===== config.mk =====
export PLATFORM = sky130hd
export DESIGN_NAME = mm2s_top
export DESIGN_NICKNAME = d
export VERILOG_FILES = /design/src/hw/axi_rd_pkg.sv /design/src/hw/mm2s_pkg.sv /design/src/hw/mm2s_top.sv /design/src/hw/mm2s_stream_fifo.sv /design/src/hw/mm2s_rdata_tagger.sv /design/src/hw/mm2s_burst_tag_fifo.sv /design/src/hw/mm2s_burst_ctrl.sv /design/src/hw/mm2s_cmd_decode.sv
export SDC_FILE = /design/constraint.sdc
export NUM_CORES = 2
export LEC_CHECK = 0
export ABC_CLOCK_PERIOD_IN_PS = 6500
export BUFFER_PORTS_ARGS = -buffer_cell sky130_fd_sc_hd__buf_2
export CORE_ASPECT_RATIO = 0.5
export CORE_MARGIN = 1
export CORE_UTILIZATION = 40
export DETAILED_ROUTE_END_ITERATION = 7
export PLACE_DENSITY_LB_ADDON = 0.15
export SKIP_LAST_GASP = 1
export SYNTH_ARGS = -nofsm -noshare
export SYNTH_HDL_FRONTEND = slang
export SYNTH_SLANG_ARGS = --single-unit

===== constraint.sdc =====
create_clock -name m_axi_aclk -period 6.5 [get_ports m_axi_aclk]
set_input_delay 0 -clock m_axi_aclk [delete_from_list [all_inputs] [get_ports m_axi_aclk]]
set_output_delay 0 -clock m_axi_aclk [all_outputs]
set_load 0.1 [all_outputs]

===== src/hw/axi_rd_pkg.sv =====
package axi_rd_pkg;

	localparam int AXI_DATA_W = 32;

	typedef logic [31:0] axi_addr_t;
	typedef logic [7:0] axi_len_t;     // beats - 1
	typedef logic [2:0] axi_size_t;    // log2 of bytes per beat
	typedef logic [1:0] axi_burst_t;
	typedef logic [AXI_DATA_W-1:0] axi_data_t;

	typedef enum logic [1:0] {
		AXI_RESP_OKAY   = 2'b00,
		AXI_RESP_EXOKAY = 2'b01,
		AXI_RESP_SLVERR = 2'b10,
		AXI_RESP_DECERR = 2'b11
	} axi_resp_t;

	localparam axi_burst_t AXI_BURST_INCR = 2'b01;
	localparam logic [3:0] AXI_CACHE_DEFAULT = 4'b0011; // bufferable, modifiable
	localparam logic [2:0] AXI_PROT_DEFAULT = 3'b000;

	// read address, 45 bits
	typedef struct packed {
		axi_addr_t addr;
		axi_len_t len;
		axi_size_t size;
		axi_burst_t burst;
	} axi_ar_t;

	typedef struct packed {
		axi_data_t data;
		axi_resp_t resp;
		logic last;
	} axi_r_t;

endpackage

===== src/hw/mm2s_pkg.sv =====
package mm2s_pkg;

	localparam int DATA_W = axi_rd_pkg::AXI_DATA_W;
	localparam int DATA_BYTES = DATA_W / 8;
	localparam int BYTE_IDX_W = $clog2(DATA_BYTES);
	localparam int MAX_BURST_LEN = 16;
	localparam int PAGE_BYTES = 4096;
	localparam int PAGE_ADDR_W = $clog2(PAGE_BYTES);
	localparam int BURST_SLOTS = 4;   // also the outstanding burst limit
	localparam int STREAM_DEPTH = 64;

	typedef logic [DATA_W-1:0] data_t;
	typedef logic [DATA_BYTES-1:0] keep_t;
	typedef logic [23:0] btt_t;
	typedef logic [23:0] beat_cnt_t;
	typedef logic [PAGE_ADDR_W-BYTE_IDX_W-1:0] page_beat_t;

	typedef struct packed {
		btt_t btt;
		axi_rd_pkg::axi_addr_t addr;
		logic eof;
	} mm2s_cmd_t;

	// one entry per launched burst
	typedef struct packed {
		logic last_burst;
		keep_t first_keep;
		keep_t last_keep;
		logic eof;
	} burst_tag_t;

	// user is {last transfer of command, rresp}
	typedef struct packed {
		data_t data;
		keep_t keep;
		logic [2:0] user;
		logic last;
	} stream_beat_t;

	typedef enum logic [1:0] {
		IDLE,
		PLAN_MAX,
		PLAN_PAGE,
		LAUNCH
	} ctrl_state_e;

endpackage


===== src/hw/mm2s_top.sv =====
module mm2s_top (
	input  logic m_axi_aclk,
	input  logic m_axi_aresetn,
	input  mm2s_pkg::mm2s_cmd_t cmd_i,
	input  logic cmd_valid_i,
	output logic cmd_ready_o,
	output axi_rd_pkg::axi_ar_t ar_o,
	output logic [3:0] arcache_o,
	output logic [2:0] arprot_o,
	output logic arvalid_o,
	input  logic arready_i,
	input  axi_rd_pkg::axi_r_t r_i,
	input  logic rvalid_i,
	output logic rready_o,
	output mm2s_pkg::stream_beat_t m_beat_o,
	output logic m_valid_o,
	input  logic m_ready_i
);

	mm2s_pkg::beat_cnt_t beat_cnt;
	mm2s_pkg::keep_t first_keep;
	mm2s_pkg::keep_t last_keep;
	mm2s_pkg::burst_tag_t tag_new;
	mm2s_pkg::burst_tag_t tag_head;
	logic tag_push;
	logic tag_pop;
	logic tag_full;
	logic tag_empty;
	mm2s_pkg::stream_beat_t tagged_beat;
	logic beat_push;
	logic stream_full;

	assign arcache_o = axi_rd_pkg::AXI_CACHE_DEFAULT;
	assign arprot_o = axi_rd_pkg::AXI_PROT_DEFAULT;
	assign tag_push = arvalid_o & arready_i; // tag enters on AR handshake

	mm2s_cmd_decode i_decode (
		.cmd_i        (cmd_i),
		.beat_cnt_o   (beat_cnt),
		.first_keep_o (first_keep),
		.last_keep_o  (last_keep)
	);

	mm2s_burst_ctrl i_ctrl (
		.m_axi_aclk    (m_axi_aclk),
		.m_axi_aresetn (m_axi_aresetn),
		.cmd_i         (cmd_i),
		.cmd_valid_i   (cmd_valid_i),
		.cmd_ready_o   (cmd_ready_o),
		.beat_cnt_i    (beat_cnt),
		.first_keep_i  (first_keep),
		.last_keep_i   (last_keep),
		.tag_full_i    (tag_full),
		.tag_o         (tag_new),
		.ar_o          (ar_o),
		.arvalid_o     (arvalid_o),
		.arready_i     (arready_i)
	);

	mm2s_burst_tag_fifo #(
		.DEPTH (mm2s_pkg::BURST_SLOTS)
	) i_tag_fifo (
		.m_axi_aclk    (m_axi_aclk),
		.m_axi_aresetn (m_axi_aresetn),
		.push_i        (tag_push),
		.tag_i         (tag_new),
		.full_o        (tag_full),
		.pop_i         (tag_pop),
		.tag_o         (tag_head),
		.empty_o       (tag_empty)
	);

	mm2s_rdata_tagger i_tagger (
		.m_axi_aclk    (m_axi_aclk),
		.m_axi_aresetn (m_axi_aresetn),
		.r_i           (r_i),
		.rvalid_i      (rvalid_i),
		.rready_o      (rready_o),
		.tag_i         (tag_head),
		.tag_empty_i   (tag_empty),
		.tag_pop_o     (tag_pop),
		.beat_o        (tagged_beat),
		.push_o        (beat_push),
		.stream_full_i (stream_full)
	);

	mm2s_stream_fifo #(
		.DEPTH (mm2s_pkg::STREAM_DEPTH)
	) i_stream_fifo (
		.m_axi_aclk    (m_axi_aclk),
		.m_axi_aresetn (m_axi_aresetn),
		.push_i        (beat_push),
		.beat_i        (tagged_beat),
		.full_o        (stream_full),
		.beat_o        (m_beat_o),
		.valid_o       (m_valid_o),
		.ready_i       (m_ready_i)
	);

endmodule


===== src/hw/mm2s_stream_fifo.sv =====
module mm2s_stream_fifo #(
	parameter int DEPTH = mm2s_pkg::STREAM_DEPTH // power of two
) (
	input  logic m_axi_aclk,
	input  logic m_axi_aresetn,
	input  logic push_i,
	input  mm2s_pkg::stream_beat_t beat_i,
	output logic full_o,
	output mm2s_pkg::stream_beat_t beat_o,
	output logic valid_o,
	input  logic ready_i
);

	mm2s_pkg::stream_beat_t mem [DEPTH];
	logic [$clog2(DEPTH)-1:0] wr_ptr;
	logic [$clog2(DEPTH)-1:0] rd_ptr;
	logic [$clog2(DEPTH):0] count;   // words in mem, output reg not counted
	logic out_free;
	logic mem_empty;
	logic mem_wr;
	logic mem_rd;

	assign full_o = count[$clog2(DEPTH)];
	assign mem_empty = count == '0;
	assign out_free = ~valid_o | ready_i;
	assign mem_rd = out_free & ~mem_empty;
	assign mem_wr = push_i & ~(out_free & mem_empty); // else straight to output reg

	always_ff @(posedge m_axi_aclk or negedge m_axi_aresetn)
	begin
		if (!m_axi_aresetn)
		begin
			wr_ptr <= '0;
			rd_ptr <= '0;
			count <= '0;
			valid_o <= 1'b0;
		end
		else
		begin
			if (mem_wr)
				wr_ptr <= wr_ptr + 1'b1;
			if (mem_rd)
				rd_ptr <= rd_ptr + 1'b1;
			if (mem_wr && !mem_rd)
				count <= count + 1'b1;
			else if (mem_rd && !mem_wr)
				count <= count - 1'b1;
			if (out_free)
				valid_o <= ~mem_empty | push_i;
		end
	end

	always_ff @(posedge m_axi_aclk)
	begin
		if (mem_wr)
			mem[wr_ptr] <= beat_i;
		if (mem_rd)
			beat_o <= mem[rd_ptr];
		else if (out_free && push_i)
			beat_o <= beat_i; // bypass when empty
	end

	assert property (@(posedge m_axi_aclk) disable iff (!m_axi_aresetn)
		push_i |-> !full_o)
		else $error("stream FIFO written while full");

endmodule


===== src/hw/mm2s_rdata_tagger.sv =====
module mm2s_rdata_tagger (
	input  logic m_axi_aclk,
	input  logic m_axi_aresetn,
	input  axi_rd_pkg::axi_r_t r_i,
	input  logic rvalid_i,
	output logic rready_o,
	input  mm2s_pkg::burst_tag_t tag_i,
	input  logic tag_empty_i,
	output logic tag_pop_o,
	output mm2s_pkg::stream_beat_t beat_o,
	output logic push_o,
	input  logic stream_full_i
);

	logic first_trans;   // next beat opens a command
	logic last_trans;
	mm2s_pkg::keep_t head_keep;
	mm2s_pkg::keep_t tail_keep;

	// R only moves with a tag for its burst and room downstream
	assign rready_o = ~tag_empty_i & ~stream_full_i;
	assign push_o = rvalid_i & rready_o;
	assign tag_pop_o = push_o & r_i.last;

	// rlast of the last burst closes the command
	assign last_trans = r_i.last & tag_i.last_burst;

	assign head_keep = first_trans ? tag_i.first_keep : '1;
	assign tail_keep = last_trans ? tag_i.last_keep : '1;

	assign beat_o.data = r_i.data;
	assign beat_o.keep = head_keep & tail_keep; // one-beat command gets both masks
	assign beat_o.user = {last_trans, r_i.resp};
	assign beat_o.last = last_trans & tag_i.eof;

	always_ff @(posedge m_axi_aclk or negedge m_axi_aresetn)
	begin
		if (!m_axi_aresetn)
			first_trans <= 1'b1;
		else if (push_o)
			first_trans <= last_trans;
	end

endmodule


===== src/hw/mm2s_burst_tag_fifo.sv =====
module mm2s_burst_tag_fifo #(
	parameter int DEPTH = mm2s_pkg::BURST_SLOTS // power of two
) (
	input  logic m_axi_aclk,
	input  logic m_axi_aresetn,
	input  logic push_i,
	input  mm2s_pkg::burst_tag_t tag_i,
	output logic full_o,
	input  logic pop_i,
	output mm2s_pkg::burst_tag_t tag_o,
	output logic empty_o
);

	mm2s_pkg::burst_tag_t mem [DEPTH];
	logic [$clog2(DEPTH)-1:0] wr_ptr;
	logic [$clog2(DEPTH)-1:0] rd_ptr;
	logic [$clog2(DEPTH):0] count;

	assign full_o = count[$clog2(DEPTH)]; // count == DEPTH
	assign empty_o = count == '0;
	assign tag_o = mem[rd_ptr]; // head shows without a read

	always_ff @(posedge m_axi_aclk or negedge m_axi_aresetn)
	begin
		if (!m_axi_aresetn)
		begin
			wr_ptr <= '0;
			rd_ptr <= '0;
			count <= '0;
		end
		else
		begin
			if (push_i)
				wr_ptr <= wr_ptr + 1'b1;
			if (pop_i)
				rd_ptr <= rd_ptr + 1'b1;
			if (push_i && !pop_i)
				count <= count + 1'b1;
			else if (pop_i && !push_i)
				count <= count - 1'b1;
		end
	end

	always_ff @(posedge m_axi_aclk)
	begin
		if (push_i)
			mem[wr_ptr] <= tag_i;
	end

	assert property (@(posedge m_axi_aclk) disable iff (!m_axi_aresetn)
		(push_i |-> !full_o) and (pop_i |-> !empty_o))
		else $error("burst tag FIFO overflow or underflow");

endmodule


===== src/hw/mm2s_burst_ctrl.sv =====
module mm2s_burst_ctrl (
	input  logic m_axi_aclk,
	input  logic m_axi_aresetn,
	input  mm2s_pkg::mm2s_cmd_t cmd_i,
	input  logic cmd_valid_i,
	output logic cmd_ready_o,
	input  mm2s_pkg::beat_cnt_t beat_cnt_i,
	input  mm2s_pkg::keep_t first_keep_i,
	input  mm2s_pkg::keep_t last_keep_i,
	input  logic tag_full_i,
	output mm2s_pkg::burst_tag_t tag_o,
	output axi_rd_pkg::axi_ar_t ar_o,
	output logic arvalid_o,
	input  logic arready_i
);

	mm2s_pkg::ctrl_state_e state_q;
	mm2s_pkg::beat_cnt_t rmn_beats_m1;   // beats left in command - 1
	mm2s_pkg::page_beat_t page_rmn_m1;   // beats left in current page - 1
	axi_rd_pkg::axi_addr_t araddr_q;
	axi_rd_pkg::axi_len_t min_res;       // ends up as arlen
	logic a_leq_b_pre;
	logic last_burst_q;
	mm2s_pkg::keep_t first_keep_q;
	mm2s_pkg::keep_t last_keep_q;
	logic eof_q;
	logic arvalid_q;
	logic cmd_fire;
	logic ar_fire;
	logic cmp_en;
	mm2s_pkg::beat_cnt_t op_a;
	mm2s_pkg::page_beat_t op_b;
	logic a_leq_b;
	mm2s_pkg::beat_cnt_t burst_beats;

	assign cmd_ready_o = state_q == mm2s_pkg::IDLE;
	assign cmd_fire = cmd_valid_i & cmd_ready_o;
	assign ar_fire = arvalid_q & arready_i;
	assign burst_beats = mm2s_pkg::beat_cnt_t'(min_res) + 1'b1;

	// one comparator, two passes
	// PLAN_MAX: remaining vs max burst, PLAN_PAGE: previous result vs page remainder
	assign op_a = (state_q == mm2s_pkg::PLAN_MAX) ? rmn_beats_m1
		: mm2s_pkg::beat_cnt_t'(min_res);
	assign op_b = (state_q == mm2s_pkg::PLAN_MAX)
		? mm2s_pkg::page_beat_t'(mm2s_pkg::MAX_BURST_LEN - 1) : page_rmn_m1;
	assign a_leq_b = op_a <= mm2s_pkg::beat_cnt_t'(op_b);
	assign cmp_en = ((state_q == mm2s_pkg::PLAN_MAX) & ~tag_full_i)
		| (state_q == mm2s_pkg::PLAN_PAGE);

	always_ff @(posedge m_axi_aclk or negedge m_axi_aresetn)
	begin
		if (!m_axi_aresetn)
			state_q <= mm2s_pkg::IDLE;
		else
		begin
			case (state_q)
				mm2s_pkg::IDLE:
					if (cmd_valid_i)
						state_q <= mm2s_pkg::PLAN_MAX;
				mm2s_pkg::PLAN_MAX:
					if (!tag_full_i) // wait for a free tag slot
						state_q <= mm2s_pkg::PLAN_PAGE;
				mm2s_pkg::PLAN_PAGE:
					state_q <= mm2s_pkg::LAUNCH;
				default:
					if (arready_i)
						state_q <= last_burst_q ? mm2s_pkg::IDLE : mm2s_pkg::PLAN_MAX;
			endcase
		end
	end

	always_ff @(posedge m_axi_aclk or negedge m_axi_aresetn)
	begin
		if (!m_axi_aresetn)
			arvalid_q <= 1'b0;
		else if (state_q == mm2s_pkg::PLAN_PAGE)
			arvalid_q <= 1'b1;
		else if (ar_fire)
			arvalid_q <= 1'b0;
	end

	always_ff @(posedge m_axi_aclk)
	begin
		if (cmd_fire)
		begin
			rmn_beats_m1 <= beat_cnt_i - 1'b1;
			page_rmn_m1 <= ~cmd_i.addr[mm2s_pkg::PAGE_ADDR_W-1:mm2s_pkg::BYTE_IDX_W];
			araddr_q <= cmd_i.addr & ~axi_rd_pkg::axi_addr_t'(mm2s_pkg::DATA_BYTES - 1);
			first_keep_q <= first_keep_i;
			last_keep_q <= last_keep_i;
			eof_q <= cmd_i.eof;
		end
		else if (ar_fire && !last_burst_q)
		begin
			rmn_beats_m1 <= rmn_beats_m1 - burst_beats;
			page_rmn_m1 <= page_rmn_m1 - mm2s_pkg::page_beat_t'(burst_beats); // wraps at page end
			araddr_q <= araddr_q + (axi_rd_pkg::axi_addr_t'(burst_beats) << mm2s_pkg::BYTE_IDX_W);
		end
	end

	always_ff @(posedge m_axi_aclk)
	begin
		if (cmp_en)
		begin
			min_res <= a_leq_b ? axi_rd_pkg::axi_len_t'(op_a) : axi_rd_pkg::axi_len_t'(op_b);
			a_leq_b_pre <= a_leq_b;
		end
		if (state_q == mm2s_pkg::PLAN_PAGE)
			last_burst_q <= a_leq_b_pre & a_leq_b; // remaining count won both passes
	end

	assign ar_o.addr = araddr_q;
	assign ar_o.len = min_res;
	assign ar_o.size = axi_rd_pkg::axi_size_t'(mm2s_pkg::BYTE_IDX_W);
	assign ar_o.burst = axi_rd_pkg::AXI_BURST_INCR;
	assign arvalid_o = arvalid_q;

	assign tag_o.last_burst = last_burst_q;
	assign tag_o.first_keep = first_keep_q;
	assign tag_o.last_keep = last_keep_q;
	assign tag_o.eof = eof_q;

	// burst end must stay inside the 4 KB page of its start
	assert property (@(posedge m_axi_aclk) disable iff (!m_axi_aresetn)
		ar_fire |-> int'(ar_o.addr[mm2s_pkg::PAGE_ADDR_W-1:0])
			+ (int'(ar_o.len) + 1) * mm2s_pkg::DATA_BYTES <= mm2s_pkg::PAGE_BYTES)
		else $error("AR burst crosses a 4 KB page");

	assert property (@(posedge m_axi_aclk) disable iff (!m_axi_aresetn)
		arvalid_o && !arready_i |=> arvalid_o && $stable(ar_o))
		else $error("AR request dropped or changed before arready");

endmodule


===== src/hw/mm2s_cmd_decode.sv =====
module mm2s_cmd_decode (
	input  mm2s_pkg::mm2s_cmd_t cmd_i,
	output mm2s_pkg::beat_cnt_t beat_cnt_o,
	output mm2s_pkg::keep_t first_keep_o,
	output mm2s_pkg::keep_t last_keep_o
);

	logic [mm2s_pkg::BYTE_IDX_W-1:0] start_off;
	logic [$bits(mm2s_pkg::btt_t):0] end_addr;   // one spare bit for the carry
	logic [mm2s_pkg::BYTE_IDX_W-1:0] end_off;

	assign start_off = cmd_i.addr[mm2s_pkg::BYTE_IDX_W-1:0];
	assign end_addr = {1'b0, cmd_i.btt} + $bits(end_addr)'(start_off);
	assign end_off = end_addr[mm2s_pkg::BYTE_IDX_W-1:0];

	// round up to whole bus words
	assign beat_cnt_o = mm2s_pkg::beat_cnt_t'(end_addr[$bits(end_addr)-1:mm2s_pkg::BYTE_IDX_W])
		+ mm2s_pkg::beat_cnt_t'(|end_off);

	always_comb
	begin
		for (int i = 0; i < mm2s_pkg::DATA_BYTES; i++)
		begin
			first_keep_o[i] = start_off <= i[mm2s_pkg::BYTE_IDX_W-1:0];
			// aligned end keeps the whole word
			last_keep_o[i] = (end_off > i[mm2s_pkg::BYTE_IDX_W-1:0]) || (end_off == '0);
		end
	end

endmodule


==> Word-level counts from Yosys, hierarchy flattened <==
Memories as Yosys holds them, arrays and structs flattened.
Index checks and enable logic that the tools add are counted.
Widths: inputs -> output; s select.
{ "op_classes": {"n_eq_ne": 4, "n_mux": 28, "bitwise_logic": 23, "add_sub_neg": 15, "reduce_logical": 27, "n_lt_le_gt_ge": 9} }
{ "op_table": {"columns": ["operator", "n"], "rows": [
  ["$mux 40", 2],
  ["$mux 24", 3],
  ["$mux 32", 2],
  ["$add 32x26->32", 1],
  ["$mux 10", 3],
  ["$add 24x2->25", 1],
  ["$add 23x1->24", 1],
  ["$le 24x10->1", 1],
  ["$sub 24x1->24 const B", 1],
  ["$sub 24x24->24", 1],
  ["$mux 7", 2],
  ["$add 6x1->6 const B", 2],
  ["$and 1x1->1", 12],
  ["$not 10->10", 1],
  ["$reduce_bool 2->1", 5],
  ["$sub 10x10->10", 1],
  ["$add 8x1->9 const B", 1],
  ["$mux 4", 2],
  ["$mux 8", 1],
  ["$add 7x1->7 const B", 1],
  ["$logic_not 7->1", 1],
  ["$mux 1", 7],
  ["$sub 7x1->7 const B", 1],
  ["$logic_and 1x1->1", 6],
  ["other kinds (23)", 47]
]} }
{ "totals": {"n_memories": 2, "output_inout_bits": 96, "register_bits": 156, "wordCells": 132, "ram_bits": 2600} }
{ "mem_list": {"columns": ["memory", "depth", "width", "rd", "rd_clocked_by_memory_dff", "wr", "line", "source"], "rows": [
  ["i_stream_fifo.mem", 64, 40, 1, 0, 1, "mm2s_stream_fifo.sv:14", "mm2s_pkg::stream_beat_t mem [DEPTH];"],
  ["i_tag_fifo.mem", 4, 10, 1, 0, 1, "mm2s_burst_tag_fifo.sv:14", "mm2s_pkg::burst_tag_t mem [DEPTH];"]
]} }

==> Longest topological paths before layout <==
{ "depth": {"depth_word": 9, "mapped_depth": 16, "depth_no_buf": 13} }

==> Hierarchy <==
From an unflattened synthesis, not the netlist that was laid out.
{ "hier_totals": {"hier_cells": 5602, "hier_area_um2": 111076.5} }
{ "modules_own_cells": {"columns": ["module", "instances", "cells_per_inst", "area_per_inst_um2"], "rows": [
  ["mm2s_stream_fifo", 1, 4551, 100815.4],
  ["mm2s_burst_ctrl", 1, 716, 6646.4],
  ["mm2s_burst_tag_fifo", 1, 85, 1833.0],
  ["mm2s_cmd_decode", 1, 189, 1317.5],
  ["mm2s_rdata_tagger", 1, 51, 397.9],
  ["mm2s_top", 1, 10, 66.3]
]} }

==> Worst setup path after synthesis <==
No wires, ideal clock.
{ "synth_path": {"path_kind": "reg-to-reg", "from": "reg i_ctrl.arvalid_q, in the netlist i_ctrl.arvalid_o", "to": "reg i_ctrl.araddr_q[10], enable pin", "setup_slack_ns": 0.179, "required_time_ns": 5.925, "path_stages_with_launch": 3, "arrival_ns": 5.746, "setup_time_ns": 0.575, "path_cell_list": "dfrtp_1 nand2_1 o21ai_0"} }
{ "synth_between": {"elab_chain_len": 3} }
{ "synth_lines": {"columns": ["item", "line", "source"], "rows": [
  ["start, declared", "mm2s_burst_ctrl.sv:27", "logic arvalid_q;"],
  ["start signal, assigned", "mm2s_burst_ctrl.sv:76", "arvalid_q <= 1'b0;"],
  ["start signal, assigned", "mm2s_burst_ctrl.sv:78", "arvalid_q <= 1'b1;"],
  ["start signal, assigned", "mm2s_burst_ctrl.sv:80", "arvalid_q <= 1'b0;"],
  ["$and 1x1->1", "mm2s_burst_ctrl.sv:38", "assign ar_fire = arvalid_q & arready_i;"],
  ["$logic_and 1x1->1", "mm2s_burst_ctrl.sv:94", "else if (ar_fire && !last_burst_q)"],
  ["$reduce_bool 2->1 (no line)", null, null],
  ["end signal, assigned", "mm2s_burst_ctrl.sv:89", "araddr_q <= cmd_i.addr & ~axi_rd_pkg::axi_addr_t'(mm2s_pkg::DATA_BYTES - 1);"],
  ["end signal, assigned", "mm2s_burst_ctrl.sv:98", "araddr_q <= araddr_q + (axi_rd_pkg::axi_addr_t'(burst_beats) << mm2s_pkg::BYTE_IDX_W);"],
  ["end, declared", "mm2s_burst_ctrl.sv:20", "axi_rd_pkg::axi_addr_t araddr_q;"]
]} }
Every way passes these cells.
A chain may end at the register's enable or synchronous reset.

==> Final worst setup path <==
{ "layout_path": {"from": "reg i_tag_fifo.count[0]", "to": "mem i_stream_fifo.mem[44][5] (netlist bit), enable pin"} }
{ "layout_between": {"elab_chain_len": 7} }
{ "layout_lines": {"columns": ["item", "line", "source"], "rows": [
  ["start, declared", "mm2s_burst_tag_fifo.sv:17", "logic [$clog2(DEPTH):0] count;"],
  ["start signal, assigned", "mm2s_burst_tag_fifo.sv:38", "count <= count + 1'b1;"],
  ["start signal, assigned", "mm2s_burst_tag_fifo.sv:40", "count <= count - 1'b1;"],
  ["$logic_not 3->1", "mm2s_burst_tag_fifo.sv:20", "assign empty_o = count == '0;"],
  ["$not 1->1", "mm2s_rdata_tagger.sv:21", "assign rready_o = ~tag_empty_i & ~stream_full_i;"],
  ["$and 1x1->1", "mm2s_rdata_tagger.sv:21", null],
  ["$and 1x1->1", "mm2s_rdata_tagger.sv:22", "assign push_o = rvalid_i & rready_o;"],
  ["$and 1x1->1", "mm2s_stream_fifo.sv:27", "assign mem_wr = push_i & ~(out_free & mem_empty);"],
  ["$mux 1", "mm2s_stream_fifo.sv:55", "if (mem_wr)"],
  ["$mux 1 (not written as such)", "mm2s_stream_fifo.sv:56", "mem[wr_ptr] <= beat_i;"],
  ["end, declared", "mm2s_stream_fifo.sv:14", null]
]} }
Every way passes these cells.

==> summary.md <==
| Metric | Value |
|---|---|
| Clk network pwr share | 26.2% |
| DRT iter0 DRCs | 6,449 |
| Ports | 194 |
| Reg-to-Reg Start | i_tag_fifo.count[0] |
| Top post-synthesis cells by area | edfxtp_1 (75%), mux4_2 (17%), dfrtp_1 (0.69%) |
| Status | complete, no violations |
| CP required | 7000 ps |
| Clk buf depth | 4 |
| Slew HR | 20.1% |
| Via density | 5.77 |
| Period utilisation layout | 73.7% |
| Total gr overflow | 0 |
| GRT Total Usage | 21.4% |
| R2R depth | 9 |
| Maximum fanout along the worst path | 23 |
| Number of antenna violations at the first check in global routing | 24 |
| Die extent in x | 739 um |
| Hold violation total from the final report | 0 |
| Crit path cell chain | nor3_1 -> nor2_1 -> nand2_1 -> a21oi_1 -> buf_4 -> and2_1 -> nand2_1 -> nor2_4 -> buf_4 |
| Final setup viols | 0 |
| Clock root buffer | clkbuf_16 |
| Seq/Total Area, Yosys | 75.7% |
| WL met3 | 23.2 mm |
| Area share of the largest cell type after synthesis | 75.0% |
| Clk pin slew, worst setup/hold paths | 60 ps |
| Largest net degree at the start of global routing | 92 |
| TritonCTS Buffers | 248 |
| Slew Limit Fails | 0 |
| Switching Fraction | 33.6% |
| Metal1 wirelength | 131 mm |
| WS Path Type | reg -> reg |
| Clk sink count | 2,744 |
| Mapped Cells | 4,850 |
| CP Launch Type | flop |
| CTS tree | yes |
| Starting Density | 40.5% |
| Die area | 274,000 um2 |
| Hold Slack | 59.7 ps |
| Post-synth EDFFs | 2,713 |
| Mapped Area | 109,000 um2 |
| Final Critical Period | 4790 ps |
| Crit-path slowest cell | nor2_4 |
| Final Power | 54.4 mW |
| DP HPWL | 173 mm |
| Worst Tran Pin Value | 1200 ps |
| Nets | 5,527 |
| Min-delay src | r_i[0] |
| Uppermost layer routed | met5 |
| Finished Layout Cells | 9,178 |
| Setup tns final | 0 ps |
| Final estimated routing congestion in global placement | 0.803 |
| Yosys reg bits | 2,744 |
| P&R area growth vs syn | 14.6% |
| Max_cap viols | 0 |
| Commonest cells post-synth | edfxtp_1 (2,713), mux4_2 (835), nand2_1 (190), clkbuf_1 (155), nor2_1 (128) |
| Logic pwr share | 33.8% |
| Pwr Density | 436 nW/um2 |
| Worst Setup End Kind | flop |
| Cell Rows | 134 |
| Power Internal | 36.1 mW |
| WHS Path Cells | 4 |
| Number of global-route vias before repair | 53,851 |
| DRT Pass-1 Iters | 5 |
| CTS H-tree depth | 4 |
| VDD IR max | 0.536 mV |
| Die Y | 371 um |
| Synth area leader | edfxtp_1 |
| Sw Pwr | 18.3 mW |
| Hold-fix buffers, CTS | 151 |
| Setup repair bufs after CTS | 0 |
| Worst hold path endpoint | i_tag_fifo.rd_ptr[0] |
| Yosys warns | 0 |
| Min-delay worst type | in -> reg |
| Library cells used by synthesis | 75 |
| Core area | 268,000 um2 |
| Routed Antenna Nets | 0 |
| WL final | 296 mm |
| Max incr delay on CP | 1040 ps |
| Post-route DRC violation count | 0 |
| Fmax | 209 MHz |
| Max Clock Skew | 86.1 ps |
| RSZ-0062 raised after global routing | false |
| Critical path arrival | 5300 ps |
| Most used DFF post-synth | edfxtp_1 |
| R2R Setup Slk | 1710 ps |
| Dpl cells | 8,572 |
| Syn Area/Cell | 22.4 um2 |
| IO Port Bufs | 179 |
| Post-CTS resize count | 0 |
| DR WL met2 | 136 mm |
| Sequential power share | 40.0% |
| Clk Latency, worst-skew pair | 910 ps |
| Most frequent cell after synthesis | edfxtp_1 |
| Leakage | 38.9 nW |
| R2r endpoint | i_stream_fifo.mem[44][5] |
| WL/cell | 32.2 um |
| Fin util | 46.4% |
| Async S/R FF share, synth | 1.13% |
| Vias | 52,916 |
| Share of cells above drive strength 1 | 30.0% |
| First-pass GRT wire length | 416 mm |
## flip-flops by register name (all words and copies together) (netlist names), 3 cells and up
register,count
i_stream_fifo.mem,2560
i_stream_fifo.beat_o,40
i_tag_fifo.mem,32
i_ctrl.araddr_q,30
i_ctrl.rmn_beats_m1,24
i_ctrl.page_rmn_m1,10
i_ctrl.min_res,8
i_stream_fifo.count,7
i_stream_fifo.rd_ptr,6
i_stream_fifo.wr_ptr,6
i_ctrl.first_keep_q,3
i_ctrl.last_keep_q,3
i_tag_fifo.count,3
## kinds of logic after synthesis
family                     share of synthesized area [%]
other                                            0.00691
buffers and inverters                               1.19
muxes                                               18.0
xor gates and xnor gates                           0.927
and+or+nand+nor                                     2.08
AOI/OAI and AO/OA                                   1.38
DFF                                                 75.7
adders and majority gates                          0.755
## power by group through the flow
stage	Sequential (mW)	Clock [mW]	Combinational [mW]
after detailed placement	22.2	0	18.5
after global routing	21.9	15.2	19.5
after global placement	22.1	0	18.3
final	21.8	14.2	18.4
after CTS	21.8	14.5	18.6
after floorplan	23.0	0	11.2
## placed cells by master (no fill, tap or decap), types with 8 or more instances in the layout
| cell type | instances |
|---|---|
| dfrtp_1 | 24 |
| nor2_4 | 65 |
| a21o_1 | 11 |
| clkinv_2 | 38 |
| nand2b_1 | 12 |
| nand3_1 | 35 |
| clkbuf_16 | 252 |
| nor4_1 | 8 |
| edfxtp_1 | 2713 |
| nand2_1 | 189 |
| nand4_1 | 13 |
| o31ai_1 | 8 |
| xor2_1 | 46 |
| o211ai_1 | 14 |
| dlygate4sd3_1 | 150 |
| buf_2 | 179 |
| clkbuf_1 | 52 |
| mux4_2 | 835 |
| a21oi_1 | 39 |
| nor3_1 | 22 |
| buf_4 | 151 |
| o21a_1 | 9 |
| ha_1 | 54 |
| nor2_1 | 63 |
| inv_1 | 48 |
| clkinv_1 | 74 |
| xnor2_1 | 69 |
| o21ai_0 | 80 |
| mux2_2 | 28 |
| and3_1 | 14 |
| mux2i_1 | 40 |
| bufinv_16 | 17 |
| buf_12 | 36 |
| conb_1 | 14 |
| or3_1 | 11 |
| nor2b_1 | 14 |
## area by class of cell
type	count	area (um2)
well taps	3604	4510
clock buffers	305	6520
multi-input cells	1810	25700
inverters	49	184
clock inverters	147	1140
fillers	22116	144000
flip-flops and latches	2744	82300
diodes	3	7.51
repair buffers	516	4250
## per-layer routing
layer,up-vias,GRT usage (%)
li1,21504,-
met1,29084,32.3
met2,2000,33.2
met3,326,3.78
met4,2,3.92
met5,-,0
## critical path, delay by kind of cell, from the launching register on
kind | cells | cell delay (ps)
buffers and inverters | 2 | 770
DFF | 1 | 420
and+or+nand+nor | 6 | 2410
AOI/OAI and AO/OA | 1 | 770
## how the worst max path moves through the flow
| stage | startpoint | to |
|---|---|---|
| after floorplan | i_ctrl.arvalid_o | i_ctrl.araddr_q[10] |
| after global placement | i_tag_fifo.count[0] | i_stream_fifo.mem[44][39] |
| after detailed placement | i_tag_fifo.count[0] | i_stream_fifo.mem[44][39] |
| after CTS | i_tag_fifo.count[0] | i_stream_fifo.mem[44][27] |
| after global routing | i_tag_fifo.count[0] | i_stream_fifo.mem[35][34] |
| final | i_tag_fifo.count[0] | i_stream_fifo.mem[44][5] |
## stage by stage
step	cell area, um2	worst slack, ps
finish	125000	1710
global route	125000	1430
CTS	125000	1600
detailed placement	115000	1620
global placement	115000	1600
floorplan	109000	179
Power figures use the tool's default switching activity.
